## src/rtl/dcache_pkg.sv

```systemverilog
package dcache_pkg;

	localparam int s_offset = 5; // byte offset bits within a line.
	localparam int s_mask = 2**s_offset;
	localparam int s_line = 8*s_mask;

	typedef logic [31:0] addr_t;
	typedef logic [s_line-1:0] line_t;
	typedef logic [s_mask-1:0] mask_t;

	// request carried from the port into stage 2.
	typedef struct packed {
		addr_t address;
		logic mem_read;
		logic mem_write;
		mask_t byte_enable;
		line_t wdata;
	} cache_cw_t;

	// miss handling steps of the controller.
	typedef enum logic [1:0] {
		compare,
		write_back,
		allocate,
		replay
	} ctrl_state_t;

endpackage : dcache_pkg

```

## src/rtl/dcache_ctrl.sv

```systemverilog
`timescale 1ns/1ps

module dcache_ctrl #(
	parameter int s_index = 3
) (
	input logic clk,
	input logic rst,
	input logic mem_req,
	input logic hit,
	input logic [1:0] way_hit,
	input logic victim_dirty,
	input logic lru_way,
	input logic pmem_resp,
	input dcache_pkg::cache_cw_t pipe_cw,
	output logic mem_ready,
	output logic mem_resp,
	output logic pmem_read,
	output logic pmem_write,
	output logic load_pipeline,
	output logic read_data,
	output logic [1:0] load_data,
	output logic [1:0] load_tag,
	output logic [1:0] set_valid,
	output logic [1:0] set_dirty,
	output logic [1:0] clear_dirty,
	output logic load_lru,
	output logic fill_sel,
	output logic victim_sel
);

	import dcache_pkg::*;

	ctrl_state_t state;
	ctrl_state_t state_next;
	logic s2_valid; // stage 2 holds a live request.
	logic miss;
	logic fill;
	logic store_hit;
	logic [1:0] victim;

	assign miss = (state == compare) && s2_valid && !hit;
	assign mem_resp = (state == compare) && s2_valid && hit;
	assign mem_ready = (state == compare) && !(s2_valid && !hit);
	assign load_pipeline = mem_req && mem_ready;

	// arrays hold their outputs while a miss is in service.
	assign read_data = load_pipeline || (state == replay);

	assign victim = lru_way ? 2'b10 : 2'b01;
	assign fill = (state == allocate) && pmem_resp;
	assign store_hit = mem_resp && pipe_cw.mem_write;

	assign pmem_read = (state == allocate);
	assign pmem_write = (state == write_back);
	assign fill_sel = (state == allocate);
	assign victim_sel = (state == write_back);

	assign load_data = fill ? victim : (store_hit ? way_hit : 2'b00);
	assign set_dirty = store_hit ? way_hit : 2'b00;
	assign load_tag = fill ? victim : 2'b00;
	assign set_valid = fill ? victim : 2'b00;
	assign clear_dirty = fill ? victim : 2'b00;
	assign load_lru = mem_resp;

	always_comb begin
		state_next = state;
		unique case (state)
			compare: begin
				if (miss) begin
					state_next = victim_dirty ? write_back : allocate;
				end
			end
			write_back: begin
				if (pmem_resp) begin
					state_next = allocate;
				end
			end
			allocate: begin
				if (pmem_resp) begin
					state_next = replay;
				end
			end
			replay: state_next = compare; // arrays re-read, next cycle hits.
			default: state_next = compare;
		endcase
	end

	always_ff @(posedge clk) begin
		if (rst) begin
			state <= compare;
			s2_valid <= 1'b0;
		end else begin
			state <= state_next;
			if (load_pipeline) begin
				s2_valid <= 1'b1;
			end else if (mem_resp) begin
				s2_valid <= 1'b0;
			end
		end
	end

	assert property (@(posedge clk) disable iff (rst) !(pmem_read && pmem_write));

	// the requester strobes only while the cache is ready.
	assert property (@(posedge clk) disable iff (rst) mem_req |-> mem_ready);

	// memory answers only an open request.
	assert property (@(posedge clk) disable iff (rst) pmem_resp |-> (pmem_read || pmem_write));

endmodule : dcache_ctrl

```

## config.mk

```make
export PLATFORM = sky130hd
export DESIGN_NAME = dcache_ctrl
export DESIGN_NICKNAME = d
export VERILOG_FILES = /design/src/rtl/dcache_pkg.sv /design/src/rtl/dcache_ctrl.sv
export SDC_FILE = /design/constraint.sdc
export NUM_CORES = 1
export LEC_CHECK = 0
export BUFFER_PORTS_ARGS = -buffer_cell sky130_fd_sc_hd__clkbuf_2
export CORE_AREA = 2 2 136 138
export DETAILED_ROUTE_END_ITERATION = 16
export DIE_AREA = 0 0 138 140
export GPL_TIMING_DRIVEN = 1
export PLACE_DENSITY = 0.37
export SYNTH_ARGS = -nofsm -noshare
export SYNTH_HDL_FRONTEND = slang
export SYNTH_SLANG_ARGS = --single-unit
```

## constraint.sdc

```tcl
create_clock -name clk -period 1.6 [get_ports clk]
set_clock_uncertainty 0.15 [all_clocks]
set_input_delay 0.24 -clock clk [delete_from_list [all_inputs] [get_ports clk]]
set_output_delay 0.24 -clock clk [all_outputs]
set_load 0.05 [all_outputs]
```

== Yosys cells after proc, flatten, opt, wreduce, memory -nomap -nowiden ==
Cells that the tools add are included.

* Eq/ne operators: 6
* Muxes and demuxes: 11
* Reduce and logical (&&, ||, !) cells: 14

{| class="wikitable"
|+ Operators by type and width
! cell !! count
|-
| two-way mux 2 bit || 8
|-
| logical AND 1 bit || 8
|-
| one-hot mux 2 bit (4 select lines) || 1
|-
| inequality test 2 bit, second input constant || 3
|-
| == test 2 bit, second input constant || 2
|-
| AND reduction 3 bit || 1
|-
| == test 2 x 1 -> 1 bit, second input constant || 1
|-
| logical NOT 1 bit || 2
|-
| logical NOT 2 bit || 1
|-
| two-way mux 1 bit || 2
|-
| nonzero test 2 bit || 1
|-
| logical OR 1 bit || 1
|}

* Register bits after elaboration: 3
* Input port bits: 331
* Output and inout port bits: 19
* Word-level logic and storage cells: 33

== Depth between registers and ports, before layout ==
Gate-level depths: netlist (run 1).

* Depth in word-level cells: 6
* Mapped depth: 5
* Gate-level depth less buffers: 5

== Least setup slack after synthesis (run 1) ==
OpenSTA, ideal clock, no wires.

* Kind: register to output
* Start point: reg state[0]
* End point: out load_data[0]
* Arrival: 2.312 ns
* Data required time: 1.210 ns
* Path slack: -1.102 ns
* Stages on the path, launching flop included: 6
* Path buffers: 0
* Cell sequence: dfxtp_1 > inv_1 > ha_1 > nand2_1 > nor2_1 > a21o_1

* Elaborated cells between the ends (all ways): 8
* Classes of those cells: 1 x eq/ne; 2 x mux; 5 x reduce/logical

{| class="wikitable"
|+ RTL lines
! what !! line !! source
|-
| from (decl) || dcache_ctrl.sv:33 || <nowiki>ctrl_state_t state;</nowiki>
|-
| from (signal assigned) || dcache_ctrl.sv:90 || <nowiki>state <= compare;</nowiki>
|-
| from (signal assigned) || dcache_ctrl.sv:93 || <nowiki>state <= state_next;</nowiki>
|-
| == test 2 bit || - ||
|-
| net fill_sel || dcache_ctrl.sv:27 || <nowiki>output logic fill_sel,</nowiki>
|-
| logical AND 1 bit || dcache_ctrl.sv:50 || <nowiki>assign fill = (state == allocate) && pmem_resp;</nowiki>
|-
| two-way mux 2 bit || dcache_ctrl.sv:58 || <nowiki>assign load_data = fill ? victim : (store_hit ? way_hit : 2'b00);</nowiki>
|-
| to (decl) || dcache_ctrl.sv:21 || <nowiki>output logic [1:0] load_data,</nowiki>
|}

The timed path passes the listed nets, and every way through them passes these cells.

== Final worst setup path (run 1) ==
* Start point: reg state[0]
* End point: out read_data

* Longest elaborated chain between the ends: 4
* Elaborated cells between the ends (all ways): 5
* Classes of those cells: 1 x eq/ne; 4 x reduce/logical

{| class="wikitable"
|+ RTL lines
! what !! line !! source
|-
| logical NOT 2 bit || dcache_ctrl.sv:43 || <nowiki>assign mem_ready = (state == compare) && !(s2_valid && !hit);</nowiki>
|-
| logical AND 1 bit || dcache_ctrl.sv:43 ||
|-
| logical AND 1 bit || dcache_ctrl.sv:44 || <nowiki>assign load_pipeline = mem_req && mem_ready;</nowiki>
|-
| logical OR 1 bit * || dcache_ctrl.sv:47 || <nowiki>assign read_data = load_pipeline || (state == replay);</nowiki>
|-
| to (decl) || dcache_ctrl.sv:20 || <nowiki>output logic read_data,</nowiki>
|}

Mark *: on every way between the ends. The rest lies on a longest branch, timed or not.

==> metrics.txt, run 1 <==
GRT Total Usage=2.163%; Area growth, synth to finish=253.3%; area of the mapped netlist=375.4 µm²; Logic pwr share=75.7%; vias in the first global route=492; ANT cells=0; via count=445; I/O pins=350; # DRC=0; Root Buffer=clkbuf_16; GP Congestion=0.6409; Switching Power=0.0008906 W; clk sink count=3; final setup fails=15; Worst Path Arrival=1.43 ns; number of placement rows=49; 1st-iter DRT viols=11; post-synth top area share=16.67%; CTS buffer count=3; clock slew at reported path FFs=0.03 ns; DIE AREA=19320 µm²; clk_lat worst skew=0.22 ns; Core Box Area=17780 µm²; crit path cell chain=inv_4 > ha_4 > buf_4 > and3_4 > or2_4 > clkbuf_16; share of cells above drive strength 1=82.56%; Tcrit/Tclk final=114.0%; Non-Filler Instances=315; Max-Cap Viols=0; crit-path leading delay family=simple AND/OR/NAND/NOR gates; final core occ=7.460%; CP endpoint kind=primary output; setup ws final=-0.2235 ns; P_int=0.001259 W; Max Transition Viols Final=0; global-route wire length before repair=2911 µm; Yosys top cell by area=ha_1; Buf+Inv Stages, Crit Path=3; post-synthesis xor/xnor area fraction=0%; Crit path largest cell delay=0.33 ns; hold path cells=2; Seq/Total Area, Yosys=16.00%; remaining global-route overflow=0; Worst EP required=1.21 ns; Crit Path Class=reg2out; RSZ-0062 raised after global routing=yes; Initial Util=2.111%; slowest library cell on the worst path=dfxtp_2; Routed Antenna Nets=0; Layout Nets=423; crit-path max FO=2; commonest cells after routing, fill and taps aside=13 x buf_4, 9 x clkbuf_16, 9 x clkbuf_2; synth top area cells=ha_1 17%, dfxtp_1 16%, buf_4 14%; Clock power frac=18.2%; Sw Ratio=41.42%; Distinct cells, synth=20; Placed Instances=308; Yosys warnings=0; mux contribution to synthesized area=8.667%; Port Buffers=28; PD cells=1621 nW/µm²; vias per cell=1.413; max_slew headroom=87.27%; Worst Setup Slack post-DPL=-0.1216 ns; antenna violations before repair=1; post-synth net total=380; run status=finished with violations; final hold violation count=0; Compound-Gate Fraction of Synth Area=11.33%; Startpoint Class=flip-flop; Syn Area/Cell=8.531 µm²; DR WL/cell=6.679 µm; WP depth=6; TritonRoute pass-1 iters=4; largest family of logic cells by synthesized area=simple AND/OR/NAND/NOR gates; fmax=0.5484 GHz; Tightest Pin Transition=0.1907 ns; synthesized-area fraction occupied by adder cells=16.67%; #FFs+latches synth=3; Post-DP HPWL=1926 µm; Leakage=0.5132 nW; Hold WC Path Type=in2reg; CTS tree=yes; cts hold-fix bufs=0; pin count of the biggest net entering global routing=6; min cycle time layout=1.824 ns; synthesized instance count=44; H-tree depth=1; CTS max path bufs=2; DIE WIDTH=138 µm; setup tns final=-2.248 ns; IR Drop Worst-Case VDD=389.2 µV; failing checks=negative setup slack; total power=0.002150 W; worst reg2reg path depth=6; Die Y=140 µm; Flop pwr share=6.2%; simple-gate share of the synthesized area=31.33%; most common cell after layout, fill and taps aside=buf_4; Routed WL=2104 µm
==> layer usage <==
layer / wire length [µm] / vias to the layer above / global-route usage (%)
met5: 16 / - / 0
met4: 0 / 2 / 0.3222
met3: 311 / 2 / 1.983
met2: 908 / 18 / 3.179
met1: 867 / 198 / 2.354
li1: - / 225 / -
==> cell usage after synthesis (all sizes together) <==
| master | instances |
|---|---|
| a21o | 2 |
| dfxtp | 3 |
| a21oi | 1 |
| or2 | 1 |
| and2 | 3 |
| a22oi | 1 |
| mux2i | 1 |
| nor2 | 6 |
| ha | 5 |
| a2bb2oi | 1 |
| buf | 7 |
| and3 | 3 |
| nand2b | 3 |
| mux2 | 2 |
| and4 | 1 |
| nand2 | 2 |
| inv | 2 |
==> worst reg2reg max path, stage by stage, from the launching register on <==
cell and delay (ns):
dfxtp_2 0.33, inv_4 0.04, buf_6 0.11, ha_4 0.17
nor2_1 0.13, a2bb2oi_2 0.18, mux2_2 0.34
==> cell type report <==
type | count | area [µm²]
Timing Repair Buffer | 45 | 550.5
Sequential cell | 3 | 62.56
Tap cell | 229 | 286.5
Clock buffer | 4 | 78.83
Inverter | 2 | 10.01
Multi-Input combinational cell | 32 | 337.8
Fill cell | 2074 | 16450
==> worst paths after layout <==
path         slack, ns         to     start
max              -0.22  read_data  state[0]
min               0.11   s2_valid       rst
max reg2reg       0.01   state[0]  state[0]
min reg2reg       0.47   s2_valid  s2_valid
==> state kept, by name (all words and copies together) (netlist names) <==
name	count
state	2
s2_valid	1
==> power groups by stage <==
| stage | Combinational [W] | Sequential (W) | Clock (W) |
|---|---|---|---|
| CTS | 0.00161 | 0.000132 | 0.000395 |
| global placement | 0.00122 | 0.000134 | 0 |
| global route | 0.00172 | 0.000137 | 0.000402 |
| finish | 0.00163 | 0.000132 | 0.000390 |
| floorplan | 0.000869 | 0.000140 | 0 |
| detailed placement | 0.00122 | 0.000132 | 0 |
==> metrics by stage <==
step	area, µm²	hold slack (ns)
after global routing	1326	0.1469
after global placement	988.4	0.3405
after CTS	1304	0.1144
after floorplan	460.4	0.1624
after detailed placement	988.4	0.3422
final	1326	0.1090
==> logic make-up (layout without fill, tap and decap cells) <==
family	Yosys count	in the layout
simple gates	19	19
buf+inv	9	51
fa+ha+maj	5	5
compound gates	5	5
mux	3	3
flops	3	3
==> repair_timing <==
| item | CTS | global route |
|---|---|---|
| pin swaps | 4 | 3 |
| resized for setup | 42 | 9 |
| setup endpoints to repair | 21 | 21 |
| buffers inserted | 4 | 1 |
Power figures use the tool's default switching activity.
==> run 2: changes to the inputs <==
--- a/config.mk
+++ b/config.mk
@@ -5,12 +5,14 @@
 export SDC_FILE = /design/constraint.sdc
 export NUM_CORES = 1
 export LEC_CHECK = 0
+export ABC_AREA = 1
 export BUFFER_PORTS_ARGS = -buffer_cell sky130_fd_sc_hd__clkbuf_2
-export CORE_AREA = 2 2 136 138
+export CORE_AREA = 2 2 137 139
 export DETAILED_ROUTE_END_ITERATION = 16
-export DIE_AREA = 0 0 138 140
+export DIE_AREA = 0 0 139 141
 export GPL_TIMING_DRIVEN = 1
 export PLACE_DENSITY = 0.37
 export SYNTH_ARGS = -nofsm -noshare
 export SYNTH_HDL_FRONTEND = slang
 export SYNTH_SLANG_ARGS = --single-unit
+export TNS_END_PERCENT = 1
==> metrics.txt, run 2 <==
vias per cell=1.448 (was 1.413); Hold WC Path Type=in2reg (unchanged); Routed Antenna Nets=0 (unchanged); ANT cells=0 (unchanged); Port Buffers=28 (unchanged); P_int=0.001215 W (was 0.001259 W); critical path's most frequent cell=inv_4; remaining global-route overflow=0 (unchanged); Flop pwr share=6.2% (about the same); max reg flops=2 (unchanged); CP endpoint kind=primary output (unchanged); Root Buffer=clkbuf_16 (unchanged); final hold violation count=0 (unchanged); clk_lat worst skew=0.22 ns (about the same); Layout Nets=431 (was 423); # DRC=0 (unchanged); total power=0.002233 W (was 0.002150 W); GP Congestion=0.6683 (was 0.6409); Max Transition Viols Final=0 (unchanged); commonest cells after routing, fill and taps aside=11 x buf_4, 9 x clkbuf_2, 9 x buf_12 (was 13 x buf_4, 9 x clkbuf_16, 9 x clkbuf_2); DIE WIDTH=139 µm (was 138 µm); area of the mapped netlist=359.1 µm² (was 375.4 µm²); IR Drop Worst-Case VDD=274.7 µV (was 389.2 µV); top flop regs=state: 2 flops, s2_valid: 1 flops (unchanged); Startpoint Class=flip-flop (unchanged); Die Y=141 µm (was 140 µm); Switching Power=0.001018 W (was 0.0008906 W); share of cells above drive strength 1=73.40% (was 82.56%); Area growth, synth to finish=260.3% (was 253.3%); I/O pins=350 (unchanged); synth top area cells=ha_1 17%, dfxtp_1 17%, buf_4 15% (was ha_1 17%, dfxtp_1 16%, buf_4 14%); Tightest Pin Transition=0.2024 ns (was 0.1907 ns); run status=finished with violations (unchanged); #FFs+latches synth=3 (unchanged); H-tree depth=1 (unchanged); global-route wire length before repair=3084 µm (was 2911 µm); post-synth top area share=17.42% (was 16.67%); post-synth net total=391 (was 380); Crit Path Class=reg2out (unchanged); number of placement rows=50 (was 49); Tcrit/Tclk final=115.1% (was 114.0%); failing checks=negative setup slack (unchanged); Initial Util=1.966% (was 2.111%); pin count of the biggest net entering global routing=5 (was 6); slowest library cell on the worst path=dfxtp_2 (unchanged); Core Box Area=18270 µm² (was 17780 µm²); RSZ-0062 raised after global routing=yes (unchanged); Worst Setup Slack post-DPL=-0.1278 ns (was -0.1216 ns); Syn Area/Cell=6.529 µm² (was 8.531 µm²); CTS buffer count=3 (unchanged); async set-or-reset flop fraction in the synthesized netlist=0% (unchanged); Yosys warnings=0 (unchanged); Crit path largest cell delay=0.34 ns (was 0.33 ns); Worst Path Arrival=1.45 ns (was 1.43 ns); synthesized instance count=55 (was 44); Seq/Total Area, Yosys=16.72% (was 16.00%); clock slew at reported path FFs=0.03 ns (about the same); fmax=0.5429 GHz (was 0.5484 GHz); Biggest register=state (unchanged); Sw Ratio=45.58% (was 41.42%); Worst EP required=1.21 ns (about the same); CTS tree=yes (unchanged); vias in the first global route=548 (was 492); CTS max path bufs=2 (unchanged); crit-path max FO=3 (was 2); Clock power frac=17.5% (was 18.2%); commonest cells in the netlist=10 x inv_1, 10 x nand2_1, 7 x buf_4, 6 x nor2_1, 5 x ha_1 (was 7 x buf_4, 6 x nor2_1, 5 x ha_1, 3 x dfxtp_1); min cycle time layout=1.842 ns (was 1.824 ns); DIE AREA=19600 µm² (was 19320 µm²); Post-DP HPWL=1893 µm (was 1926 µm); Distinct cells, synth=16 (was 20); Max-Cap Viols=0 (unchanged); antenna violations before repair=0 (was 1); Yosys top cell by area=ha_1 (unchanged); max_slew headroom=86.49% (was 87.27%); GRT Total Usage=2.242% (was 2.163%); PD cells=1726 nW/µm² (was 1621 nW/µm²); final setup fails=14 (was 15); Logic pwr share=76.2% (was 75.7%); DR WL/cell=6.378 µm (was 6.679 µm); most common cell after layout, fill and taps aside=buf_4 (unchanged); clk sink count=3 (unchanged); Leakage=0.4923 nW (was 0.5132 nW); ys flop type=dfxtp_1 (unchanged); crit path cell chain=inv_4 > ha_4 > inv_4 > a21oi_4 > nand2_2 > clkinvlp_4 > or2_4 > clkbuf_16 (was inv_4 > ha_4 > buf_4 > and3_4 > or2_4 > clkbuf_16); via count=475 (was 445); EDFF count, synth=0 (unchanged); TritonRoute pass-1 iters=2 (was 4); setup ws final=-0.2420 ns (was -0.2235 ns); 1st-iter DRT viols=6 (was 11); Routed WL=2092 µm (was 2104 µm)
==> run 2: changes by cell type after synthesis, sizes merged, moves of 2 or more <==
cell and change:
nand2 +9, o21ai +2, a21oi +3, inv +9, and2 -3, a21o -2
nand2b -3, nand3 +2, mux2 -2, and3 -3
==> run 2: final timing paths <==
path	cells past startpoint	slack, ns	to	startpoint
max	8	-0.24	read_data	state[0]
min	2	0.05	s2_valid	rst
max reg2reg	8	0.08	state[0]	state[0]
min reg2reg	2	0.41	s2_valid	s2_valid
==> run 2: worst max-delay path, delay by kind of cell, from the launching register on <==
family	cells	cell delay (ns)
buffers and inverters	4	0.36
adders and majority gates	1	0.17
AOI/OAI and AO/OA	1	0.03
and+or+nand+nor	2	0.32
DFF	1	0.34
==> run 2: power by group through the flow <==
stage | logic, W | clock network [W] | registers, W
2_1_floorplan | 0.000935 | 0 | 0.000146
3_3_place_gp | 0.00140 | 0 | 0.000139
3_5_place_dp | 0.00141 | 0 | 0.000141
4_1_cts | 0.00169 | 0.000398 | 0.000140
5_1_grt | 0.00183 | 0.000405 | 0.000142
6_report | 0.00170 | 0.000391 | 0.000139
==> run 2: cell families after synthesis <==
group                    share of synthesized area (%)
adder cells (fa/ha/maj)                          17.42
AO/OA/AOI/OAI                                    13.59
AND/OR/NAND/NOR                                  26.14
flip-flops                                       16.73
buffers and inverters                            26.13
==> run 2: per-layer routing <==
layer  vias to the layer above  GRT usage (%)  routed length, µm
met1                       219          2.050                738
met2                        17          3.889               1073
met3                         2          1.223                225
li1                        237              -                  -
met4                         0          1.435                 54
met5                         -              0                  0
==> run 2: repair_timing <==
item / CTS / global route
endpoints found under the hold margin: 0 / 0
setup buffers: 2 / 0
endpoints found under the setup margin: 19 / 20
hold buffers: 0 / 0
cloned: 0 / 0
gates resized for setup: 32 / 6
pin swaps: 4 / 2
==> run 2: final cells by class <==
class / instances / area (µm²)
sequential: 3 / 62.56
multi-input combinational: 34 / 310.3
fill: 2134 / 16970
clock buffer: 4 / 78.83
inverter: 11 / 50.05
timing repair buffer: 42 / 499.2
tap: 234 / 292.8
==> run 2: per-stage QoR <==
step / hold WS (ns) / std cells / utilization, % / cell area [µm²] / setup TNS [ns]
after floorplan: 0.1591 / 55 / - / 445.4 / -2.559
final: 0.04607 / 328 / 7.082 / 1294 / -1.866
after CTS: 0.05063 / 328 / 7.014 / 1281 / -2.483
after global routing: 0.05795 / 328 / 7.082 / 1294 / -2.898
after detailed placement: 0.2826 / 322 / 5.740 / 1049 / -0.3242
after global placement: 0.2821 / 322 / 5.740 / 1049 / -0.2556
